===== src/design/vgaPkg.sv =====
package vgaPkg;

	//////////////////////////////////////////////////////////////////////
	// widths with a meaning
	//////////////////////////////////////////////////////////////////////

	typedef logic [9:0]  scanCount_t;   // horizontal or vertical tick counter
	typedef logic [9:0]  pixelX_t;      // active column 0..639
	typedef logic [8:0]  pixelY_t;      // active row 0..479
	typedef logic [11:0] rgb_t;         // 4 red, 4 green, 4 blue, red on top

	//////////////////////////////////////////////////////////////////////
	// 640x480 scan timing, counted in pixel ticks and lines
	//////////////////////////////////////////////////////////////////////

	localparam scanCount_t hTotal    = 10'd800;  // ticks per line
	localparam scanCount_t hSyncLen  = 10'd96;   // hSync low on ticks 0..95
	localparam scanCount_t hActStart = 10'd144;  // sync plus back porch
	localparam scanCount_t hActLen   = 10'd640;  // visible columns

	localparam scanCount_t vTotal    = 10'd521;  // lines per frame
	localparam scanCount_t vSyncLen  = 10'd2;    // vSync low on lines 0 and 1
	localparam scanCount_t vActStart = 10'd31;
	localparam scanCount_t vActLen   = 10'd480;  // visible rows

	// pattern geometry
	localparam pixelX_t barWidth = 10'd80;  // eight bars across 640 columns
	localparam int      checkBit = 5;       // 32 pixel squares

	// fixed colours
	localparam rgb_t rgbBlack = 12'h000;
	localparam rgb_t rgbWhite = 12'hFFF;
	localparam rgb_t rgbBlue  = 12'h00F;

	//////////////////////////////////////////////////////////////////////
	// pattern select and beam position
	//////////////////////////////////////////////////////////////////////

	typedef enum logic [1:0]
	{
		barsMode    = 2'd0,  // colour bars from bar index bits
		checkerMode = 2'd1,  // black and white squares
		borderMode  = 2'd2,  // white frame around a blue field
		solidMode   = 2'd3   // flat colour from solidColor
	} patternMode_t;

	// one pixel's worth of scan state, passed stage to stage
	typedef struct packed
	{
		logic    hSync;   // active low
		logic    vSync;   // active low
		logic    bright;  // inside the display window
		pixelX_t x;
		pixelY_t y;
	} scanPos_t;

	// idle value with both syncs released
	localparam scanPos_t scanIdle = '{
		hSync:  1'b1,
		vSync:  1'b1,
		bright: 1'b0,
		x:      '0,
		y:      '0
	};

endpackage


===== src/design/colorOut.sv =====
`timescale 1ns/1ns

module colorOut
(
	input  logic             clk50M,
	input  logic             clk25M,     // async reset, active high
	input  logic             pixelTick,
	input  vgaPkg::scanPos_t scanMid,    // position from the pattern stage
	input  vgaPkg::rgb_t     pixColor,   // colour for that position
	output logic             hSync,      // active low
	output logic             vSync,      // active low
	output logic             bright,
	output vgaPkg::pixelX_t  hPixel,
	output vgaPkg::pixelY_t  vPixel,
	output vgaPkg::rgb_t     rgb
);
	import vgaPkg::*;

	rgb_t colorBlanked;  // colour with the porches and syncs forced dark

	//////////////////////////////////////////////////////////////////////
	// blanking
	//////////////////////////////////////////////////////////////////////

	// the monitor reads the porches as its black level,
	// so nothing but 0 may reach the DAC outside the window
	assign colorBlanked = scanMid.bright ? pixColor : rgbBlack;

	//////////////////////////////////////////////////////////////////////
	// output register
	//////////////////////////////////////////////////////////////////////

	// syncs and coordinates ride in the same register as the colour,
	// every port changes on the same edge
	always_ff @(posedge clk50M or posedge clk25M)
	begin
		if (clk25M)
		begin
			hSync  <= 1'b1;  // released
			vSync  <= 1'b1;
			bright <= 1'b0;
			hPixel <= '0;
			vPixel <= '0;
			rgb    <= rgbBlack;
		end
		else if (pixelTick)
		begin
			hSync  <= scanMid.hSync;
			vSync  <= scanMid.vSync;
			bright <= scanMid.bright;
			hPixel <= scanMid.x;     // 0 outside the active columns
			vPixel <= scanMid.y;     // 0 outside the active rows
			rgb    <= colorBlanked;
		end
	end

endmodule


===== src/design/patternGen.sv =====
`timescale 1ns/1ns

module patternGen
(
	input  logic                 clk50M,
	input  logic                 clk25M,      // async reset, active high
	input  logic                 pixelTick,
	input  vgaPkg::scanPos_t     scanRaw,     // position from the timing stage
	input  vgaPkg::patternMode_t mode,        // requested pattern
	input  vgaPkg::rgb_t         solidColor,  // colour for solidMode
	output vgaPkg::rgb_t         pixColor,    // unblanked colour
	output vgaPkg::scanPos_t     scanMid      // position matching pixColor
);
	import vgaPkg::*;

	patternMode_t modeLatched;  // mode in effect for this frame
	logic         frameStart;
	logic [2:0]   barIdx;       // bar number from the left
	logic         onEdge;       // outermost row or column
	logic         checkOn;      // white square
	rgb_t         colorNext;

	//////////////////////////////////////////////////////////////////////
	// frame start and mode latch
	//////////////////////////////////////////////////////////////////////

	// counters at 0,0 show up as both syncs low with x and y at 0.
	// that holds for the whole sync corner, so only the first tick counts,
	// the one where the previous sample still had vSync high
	assign frameStart = ~scanRaw.hSync && ~scanRaw.vSync &&
	                    (scanRaw.x == '0) && (scanRaw.y == '0) &&
	                    scanMid.vSync;

	always_ff @(posedge clk50M or posedge clk25M)
	begin
		if (clk25M)
			modeLatched <= barsMode;
		else if (pixelTick && frameStart)
			modeLatched <= mode;  // holds for the rest of the frame
	end

	//////////////////////////////////////////////////////////////////////
	// colour for the incoming position
	//////////////////////////////////////////////////////////////////////

	assign barIdx  = 3'(scanRaw.x / barWidth);              // 0..7
	assign checkOn = scanRaw.x[checkBit] ^ scanRaw.y[checkBit];

	assign onEdge = (scanRaw.x == '0) ||
	                (scanRaw.x == pixelX_t'(hActLen - 1'b1)) ||
	                (scanRaw.y == '0) ||
	                (scanRaw.y == pixelY_t'(vActLen - 1'b1));

	always_comb
	begin
		case (modeLatched)
			barsMode:
			begin
				// each index bit turns one channel fully on
				colorNext = {{4{barIdx[2]}}, {4{barIdx[1]}}, {4{barIdx[0]}}};
			end
			checkerMode:
			begin
				colorNext = checkOn ? rgbWhite : rgbBlack;
			end
			borderMode:
			begin
				colorNext = onEdge ? rgbWhite : rgbBlue;
			end
			default:
			begin
				colorNext = solidColor;  // solidMode, taken fresh each tick
			end
		endcase
	end

	//////////////////////////////////////////////////////////////////////
	// stage register
	//////////////////////////////////////////////////////////////////////

	// colour and position leave together, blanking happens downstream
	always_ff @(posedge clk50M or posedge clk25M)
	begin
		if (clk25M)
		begin
			pixColor <= rgbBlack;
			scanMid  <= scanIdle;
		end
		else if (pixelTick)
		begin
			pixColor <= colorNext;
			scanMid  <= scanRaw;
		end
	end

endmodule


===== src/design/vgaTiming.sv =====
`timescale 1ns/1ns

module vgaTiming
(
	input  logic             clk50M,     // system clock
	input  logic             clk25M,     // async reset, active high
	output logic             pixelTick,  // 25 MHz enable, high one cycle in two
	output vgaPkg::scanPos_t scanRaw     // registered beam position
);
	import vgaPkg::*;

	logic       tickDiv;    // one bit divider
	scanCount_t hCount;     // tick within the line
	scanCount_t vCount;     // line within the frame
	logic       hLast;      // last tick of a line
	logic       vLast;      // last line of a frame
	logic       hActive;
	logic       vActive;
	logic       hSyncLow;
	logic       vSyncLow;

	//////////////////////////////////////////////////////////////////////
	// pixel tick
	//////////////////////////////////////////////////////////////////////

	// tickDiv flips every cycle and pixelTick follows it one cycle late,
	// so the first tick lands on the second edge after reset
	always_ff @(posedge clk50M or posedge clk25M)
	begin
		if (clk25M)
		begin
			tickDiv   <= 1'b0;
			pixelTick <= 1'b0;
		end
		else
		begin
			tickDiv   <= ~tickDiv;
			pixelTick <= tickDiv;  // high while tickDiv was 1
		end
	end

	//////////////////////////////////////////////////////////////////////
	// horizontal and vertical counters
	//////////////////////////////////////////////////////////////////////

	assign hLast = (hCount == hTotal - 1'b1);  // tick 799
	assign vLast = (vCount == vTotal - 1'b1);  // line 520

	always_ff @(posedge clk50M or posedge clk25M)
	begin
		if (clk25M)
		begin
			hCount <= '0;
			vCount <= '0;
		end
		else if (pixelTick)
		begin
			if (hLast)
			begin
				hCount <= '0;
				// lines step only at the end of a line
				if (vLast)
					vCount <= '0;  // back to the top of the frame
				else
					vCount <= vCount + 1'b1;
			end
			else
			begin
				hCount <= hCount + 1'b1;
			end
		end
	end

	//////////////////////////////////////////////////////////////////////
	// decode of the current counters
	//////////////////////////////////////////////////////////////////////

	assign hSyncLow = (hCount < hSyncLen);  // ticks 0..95
	assign vSyncLow = (vCount < vSyncLen);  // lines 0..1

	// visible window, start inclusive and end exclusive
	assign hActive = (hCount >= hActStart) && (hCount < hActStart + hActLen);
	assign vActive = (vCount >= vActStart) && (vCount < vActStart + vActLen);

	// position register, one tick behind the counters
	always_ff @(posedge clk50M or posedge clk25M)
	begin
		if (clk25M)
		begin
			scanRaw <= scanIdle;
		end
		else if (pixelTick)
		begin
			scanRaw.hSync  <= ~hSyncLow;
			scanRaw.vSync  <= ~vSyncLow;
			scanRaw.bright <= hActive && vActive;

			// column index inside the window, 0 elsewhere
			if (hActive)
				scanRaw.x <= pixelX_t'(hCount - hActStart);
			else
				scanRaw.x <= '0;

			// row index, same rule
			if (vActive)
				scanRaw.y <= pixelY_t'(vCount - vActStart);
			else
				scanRaw.y <= '0;
		end
	end

endmodule


===== src/design/vgaTop.sv =====
`timescale 1ns/1ns

module vgaTop
(
	input  logic                 clk50M,      // system clock
	input  logic                 clk25M,      // async reset, active high
	input  vgaPkg::patternMode_t mode,        // taken at each frame start
	input  vgaPkg::rgb_t         solidColor,
	output logic                 hSync,
	output logic                 vSync,
	output logic                 bright,
	output vgaPkg::pixelX_t      hPixel,
	output vgaPkg::pixelY_t      vPixel,
	output vgaPkg::rgb_t         rgb
);
	import vgaPkg::*;

	logic     pixelTick;  // shared pixel enable
	scanPos_t scanRaw;    // timing to pattern
	scanPos_t scanMid;    // pattern to output
	rgb_t     pixColor;

	// where the beam is
	vgaTiming timing (
		.clk50M    (clk50M),
		.clk25M    (clk25M),
		.pixelTick (pixelTick),
		.scanRaw   (scanRaw)
	);

	// what colour goes there, one tick later
	patternGen pattern (
		.clk50M     (clk50M),
		.clk25M     (clk25M),
		.pixelTick  (pixelTick),
		.scanRaw    (scanRaw),
		.mode       (mode),
		.solidColor (solidColor),
		.pixColor   (pixColor),
		.scanMid    (scanMid)
	);

	// blanking and the aligned port register
	colorOut result (
		.clk50M    (clk50M),
		.clk25M    (clk25M),
		.pixelTick (pixelTick),
		.scanMid   (scanMid),
		.pixColor  (pixColor),
		.hSync     (hSync),
		.vSync     (vSync),
		.bright    (bright),
		.hPixel    (hPixel),
		.vPixel    (vPixel),
		.rgb       (rgb)
	);

endmodule


===== config.mk =====
export PLATFORM = sky130hd
export DESIGN_NAME = vgaTop
export DESIGN_NICKNAME = d
export VERILOG_FILES = /design/src/design/vgaPkg.sv /design/src/design/colorOut.sv /design/src/design/patternGen.sv /design/src/design/vgaTiming.sv /design/src/design/vgaTop.sv
export SDC_FILE = /design/constraint.sdc
export NUM_CORES = 1
export LEC_CHECK = 0
export ABC_AREA = 1
export CAP_MARGIN = 0
export CORE_MARGIN = 4
export CORE_UTILIZATION = 55
export DETAILED_ROUTE_END_ITERATION = 8
export DONT_BUFFER_PORTS = 1
export GPL_TIMING_DRIVEN = 0
export PLACE_DENSITY = 0.73
export SYNTH_ARGS = -nofsm -noshare
export SYNTH_HDL_FRONTEND = slang
export SYNTH_HIERARCHICAL = 1
export SYNTH_SLANG_ARGS = --single-unit

===== constraint.sdc =====
create_clock -name clk50M -period 1.4 [get_ports clk50M]
set_clock_uncertainty 0.05 [all_clocks]
set_input_delay 0.28 -clock clk50M [delete_from_list [all_inputs] [get_ports clk50M]]
set_output_delay 0.28 -clock clk50M [all_outputs]
set_load 0.1 [all_outputs]

# Word-level counts from Yosys, hierarchy flattened
# Index checks and enable logic that the tools add are counted.
# word_totals
regBits,114
latchBits,0
mem_bits_rw,0
mem_bits_ro,0
output_inout_bits,34
n_memories,0
# classes
addsub,4
mul,0
div,1
n_lt_le_gt_ge,6
n_eq_ne,6
shift,0
mux,8
bitwise_logic,6
n_reduce_logical,15
# ops
operator,count
12-bit 2-to-1 mux,3
12-bit one-hot mux with 3 select lines,1
10-bit equality test (second input constant),3
10-bit 2-to-1 mux,3
10-bit by 1-bit adder with 10-bit output (second input constant),2
10-bit by 7-bit divider with 10-bit output (second input constant),1
10-bit by 5-bit greater-or-equal comparator with 1-bit output (second input constant),1
10-bit by 8-bit greater-or-equal comparator with 1-bit output (second input constant),1
10-bit zero test,1
10-bit less-than comparator (second input constant),1
10-bit by 2-bit less-than comparator with 1-bit output (second input constant),1
10-bit by 7-bit less-than comparator with 1-bit output (second input constant),1
10-bit by 9-bit less-than comparator with 1-bit output (second input constant),1
10-bit by 8-bit subtractor with 10-bit output (second input constant),1
9-bit equality test (second input constant),1
9-bit zero test,1
9-bit 2-to-1 mux,1
9-bit by 5-bit subtractor with 9-bit output (second input constant),1
1-bit logical AND,8
1-bit inverter,5
1-bit logical OR,3
2-bit by 1-bit equality test with 1-bit output (second input constant),1
2-bit equality test (second input constant),1
2-bit zero test,1
2 further kinds,2

# Logic depth before layout (Yosys ltp)
# logic_depth
word_depth,6
depth_mapped,13

# Hierarchy
# The synthesis kept the hierarchy.
# by_module_without_submodules
module,n_inst,cells_per_inst,area_each_um2
vgaTiming,1,286,2356.0
patternGen,1,257,1914.3
colorOut,1,146,1378.8

# Least setup slack after synthesis
# Ideal clock, no wire load.
# synth_path
path_type,reg2reg
start,register timing/scanRaw[16] (netlist name)
end,register pattern.modeLatched[1]
setup_ns,0.121
arrival_time_ns,1.322
required_time_ns,1.229
path_slack_ns,-0.093
path_stages_with_launch,8
synth_period_minus_slack_ns,1.493
cell_sequence,dfrtp_1 > nor2_1 > nand2_1 > nor2_1 > nand3_1 > or3_1 > nand2_1 > o21ai_1
# synth_via
elab_chain_len,5
# synth_lines
item,line_no,source
10-bit zero test,patternGen.sv:31,(scanRaw.x == '0) && (scanRaw.y == '0) &&
1-bit logical AND,patternGen.sv:30,assign frameStart = ~scanRaw.hSync && ~scanRaw.vSync &&
1-bit logical AND (2 in series),patternGen.sv:31,
1-bit logical AND,patternGen.sv:38,else if (pixelTick && frameStart)
to (signal assigned),patternGen.sv:37,modeLatched <= barsMode;
to (signal assigned),patternGen.sv:39,modeLatched <= mode;
to (decl),patternGen.sv:16,patternMode_t modeLatched;
# Every way passes these cells.
# A chain may end at the register's enable or synchronous reset.

# Final worst setup path
# layout_path
start,register timing/scanRaw[17] (netlist name)
end,register pattern.pixColor[2]
# layout_via
elab_chain_len,2
# layout_lines
item,line_no,source
10-bit by 7-bit divider with 10-bit output,patternGen.sv:46,assign barIdx = 3'(scanRaw.x / barWidth);
12-bit one-hot mux with 3 select lines,patternGen.sv:56,case (modeLatched)
to (signal assigned),patternGen.sv:86,pixColor <= rgbBlack;
to (signal assigned),patternGen.sv:91,pixColor <= colorNext;
to (decl),patternGen.sv:11,"output vgaPkg::rgb_t pixColor,"
# Every way passes these cells.

==> run_results.csv <==
group,metric,value,unit
status,outcome,"complete, but fails checks",
status,violations,"setup timing",
timing,final_cycle_utilization_of_the_critical_path,126,%
place,dp_hpwl,8570,um
global_routing,globalRouteTotalUtil,23.8,%
timing,timing.hold.ws,51.5,ps
pwr,power-per-cell-area,1040,nW/um2
final_layout,drive_above_1_share,39.1,%
timing,achievable-frequency,568,MHz
global_routing,grt_max_degree,45,
critical_path,crit_path_leading_delay_family,"compound AO/OA/AOI/OAI gates",
die,die-height,109,um
critical_path,setup.worst_path.class,"reg2reg",
global_routing,antenna_violations_before_repair,0,
timing,rsz0062_at_grt,"true",
critical_path,reg2reg_depth,8,
die,core_area,9910,um2
critical_path,crit_path_frequent_cell,"sky130_fd_sc_hd__nand3_2",
yosys,yosys.cell_types.count,42,
critical_path,path_buf_inv,2,
worst_hold_path,min-delay-start,"solidColor[4]",
critical_path,cp_cell_sequence,"inv_2 -> o211ai_1 -> a21boi_2 -> nand3_2 -> nand3_4 -> nand3_2 -> nand2_2 -> inv_1",
clock_network,number_of_buffers_on_the_longest_clock_path,2,
final_layout,antenna_cells,0,
drt,dr_total_vias,4810,
pwr,power,0.00788,W
yosys,synth_top_cell_area_share,47.8,%
clock_network,tritoncts_num_sinks,114,
yosys,ys_seq_area_share,50.6,%
critical_path,critPathSlowestCell,"sky130_fd_sc_hd__dfrtp_2",
drt,highest_layer,"met4",
timing,timing_max_transition_violations_final,0,
drt,drtIter0Drc,364,
place,place.detailed.instances,822,
global_routing,grt_pass1_wl,22100,um
yosys,postSynth.asyncResetShare,100,%
critical_path,setup.worst_path.start,"timing/scanRaw[17]",
drt,wl_met1,5910,um
timing,final.min_clock_period,1760,ps
yosys,synthFlopType,"sky130_fd_sc_hd__dfrtp_1",
pwr,peak_vdd_ir,0.000594,V
place,io_buffer_count,0,
final_layout,final_cell_count_no_fill,906,
die,die_wd,109,um
timing,worst_pin_slew,931,ps
critical_path,r2r_end,"pattern/pixColor[2]",
clock_network,tritoncts,"done",
timing,layout_setup_ws,-362,ps
worst_hold_path,number_of_cells_on_the_worst_hold_path,5,
timing,slew_headroom,37.8,%
worst_hold_path,timing.hold.worst_endpoint,"pattern/pixColor[4]",
drt,avgViaCountPerCell,5.31,
final_layout,fin_util,76.3,%
yosys,postSynthCellCount,689,
critical_path,r2r_slack,-360,ps
die,initial_utilization,57.0,%
drt,met2_wire_length,7650,um
critical_path,crit_path_end_kind,"register",
drt,route.detailed.drc,0,
job,drv_cap,0,
pwr,leakage,3.59,nW
critical_path,cpPeakStageDelay,460,ps
yosys,netlist_area_before_placement,5650,um2
die,rows,36,
critical_path,timing.critical_path.fanout_max,5,
drt,routed-wl-met3,698,um
yosys,mean_instance_size_in_the_synthesized_netlist,8.20,um2
clock_network,cts_max_level,4,
worst_hold_path,hold_class,"in2reg",
drt,antenna_left,0,
critical_path,critPathLaunchType,"register",
clock_network,ctsRootBufferMaster,"sky130_fd_sc_hd__clkbuf_8",
drt,dr.pass1.iters,5,
clock_network,cts.reportedPaths.clkPinSlew,60,ps
global_routing,grt_pass1_vias,4734,
yosys,number_of_warnings_reported_in_the_yosys_synthesis_log,6,
yosys,synth_area_leaders,"sky130_fd_sc_hd__dfrtp_1 48%, sky130_fd_sc_hd__nand2_1 17%, sky130_fd_sc_hd__nand3_1 5.2%, sky130_fd_sc_hd__inv_1 3.7%, sky130_fd_sc_hd__dfstp_2 2.8%",
die,floorplan.die_area,12000,um2
yosys,synthesis.nets,712,
global_routing,grt_overflow,0,
yosys,synth-edff-count,0,
die,ioPinCount,50,
clock_network,cts_buffers,17,
critical_path,cp.arrival,2120,ps
place,globalplace.congestion,0.870,
yosys,synth-seq-cells,114,
critical_path,critical_path.reg2reg.startpoint,"timing/scanRaw[17]",
final_layout,fin_nets,783,
critical_path,critPathRequiredTime,1760,ps
final_layout,post-route-cell-area,7560,um2
timing,timing.final.setup_violations,69,
place,placement.cell_area,5840,um2
final_layout,syn2layout_area_growth,33.9,%
yosys,yosysTopAreaCell,"sky130_fd_sc_hd__dfrtp_1",
drt,wl,14600,um
drt,post_drt_wl_per_cell,16.1,um
timing,hold_violations,0,
yosys,synth.most_common_cell,"sky130_fd_sc_hd__nand2_1",
yosys,synth.top_cells.by_count,"249 x sky130_fd_sc_hd__nand2_1, 108 x sky130_fd_sc_hd__dfrtp_1, 59 x sky130_fd_sc_hd__nand3_1",
clock_network,insertion_delay,510,ps
## layout by cell type (no fill, tap or decap), types with 20 or more instances in the layout
| master | instances |
|---|---|
| sky130_fd_sc_hd__inv_1 | 41 |
| sky130_fd_sc_hd__nor2_1 | 27 |
| sky130_fd_sc_hd__dfrtp_4 | 32 |
| sky130_fd_sc_hd__nand3_1 | 39 |
| sky130_fd_sc_hd__o21ai_2 | 20 |
| sky130_fd_sc_hd__nand3_2 | 20 |
| sky130_fd_sc_hd__nand2_1 | 223 |
| sky130_fd_sc_hd__dfrtp_1 | 65 |
| sky130_fd_sc_hd__buf_4 | 45 |
| sky130_fd_sc_hd__nand2_2 | 35 |
## registers in the layout (all words and copies together), names as in the netlist
register             flops
pattern/modeLatched      2
pattern/pixColor        12
pattern/scanMid         22
result/bright            1
result/hPixel           10
result/hSync             1
result/rgb              12
result/vPixel            9
result/vSync             1
timing/hCount           10
timing/pixelTick         1
timing/scanRaw          22
timing/tickDiv           1
timing/vCount           10
## worst max path at each step
stage	slack [ps]	endpoint	cells past startpoint
detailed placement	-330	pattern/scanMid[0]	5
global route	-440	pattern/pixColor[2]	8
global placement	-330	pattern/scanMid[0]	5
finish	-360	pattern/pixColor[2]	8
CTS	-250	hSync	0
floorplan	-30	pattern/pixColor[2]	12
## timing repair
action | CTS | global route
hold endpoints to repair | 79 | 108
pin swaps | 24 | 46
buffers inserted | 25 | 20
cloned | 2 | 0
setup endpoints to repair | 102 | 107
hold buffers | 5 | 1
resized for setup | 140 | 100
## through the flow
stage	TNS, ps	setup WS [ps]
CTS	-5860	-251
global route	-12040	-436
detailed placement	-16840	-330
floorplan	-185	-26.5
global placement	-12960	-328
finish	-7940	-362
## layer usage
layer	vias to the layer above	global-route usage [%]
met3	37	5.99
met2	120	40.8
met5	-	0
met4	0	9.17
met1	2329	28.9
li1	2324	-
## layout make-up
class / count / area [um2]
flip-flops and latches: 114 / 3000
multi-input cells: 481 / 2860
fillers: 637 / 2340
clock buffers: 24 / 490
repair buffers: 53 / 448
inverters: 69 / 297
plain buffers: 24 / 179
well taps: 133 / 166
clock inverters: 8 / 124
## where the power goes
part / switching (W) / total [W] / internal, W
sequential: 0.0000122 / 0.00333 / 0.00331
clock: 0.00149 / 0.00443 / 0.00294
combinational: 0.0000860 / 0.000126 / 0.0000398
total: 0.00158 / 0.00788 / 0.00630
## tightest hold or removal path, cell delays in order
cell                       delay [ps]
sky130_fd_sc_hd__nand3_1           70
sky130_fd_sc_hd__nand2_1           60
sky130_fd_sc_hd__nand3b_1          90
sky130_fd_sc_hd__nand2_1           40
sky130_fd_sc_hd__inv_1             40
## kinds of logic (layout without fill, tap and decap cells)
group	Yosys count	after routing	synth area share [%]
compound gates	57	57	6.16
xor+xnor	13	13	2.02
fa+ha+maj	7	7	1.55
buf+inv	95	178	7.86
flops	114	114	50.6
simple gates	403	404	31.8
No activity file was read; power rests on OpenSTA's default activity.
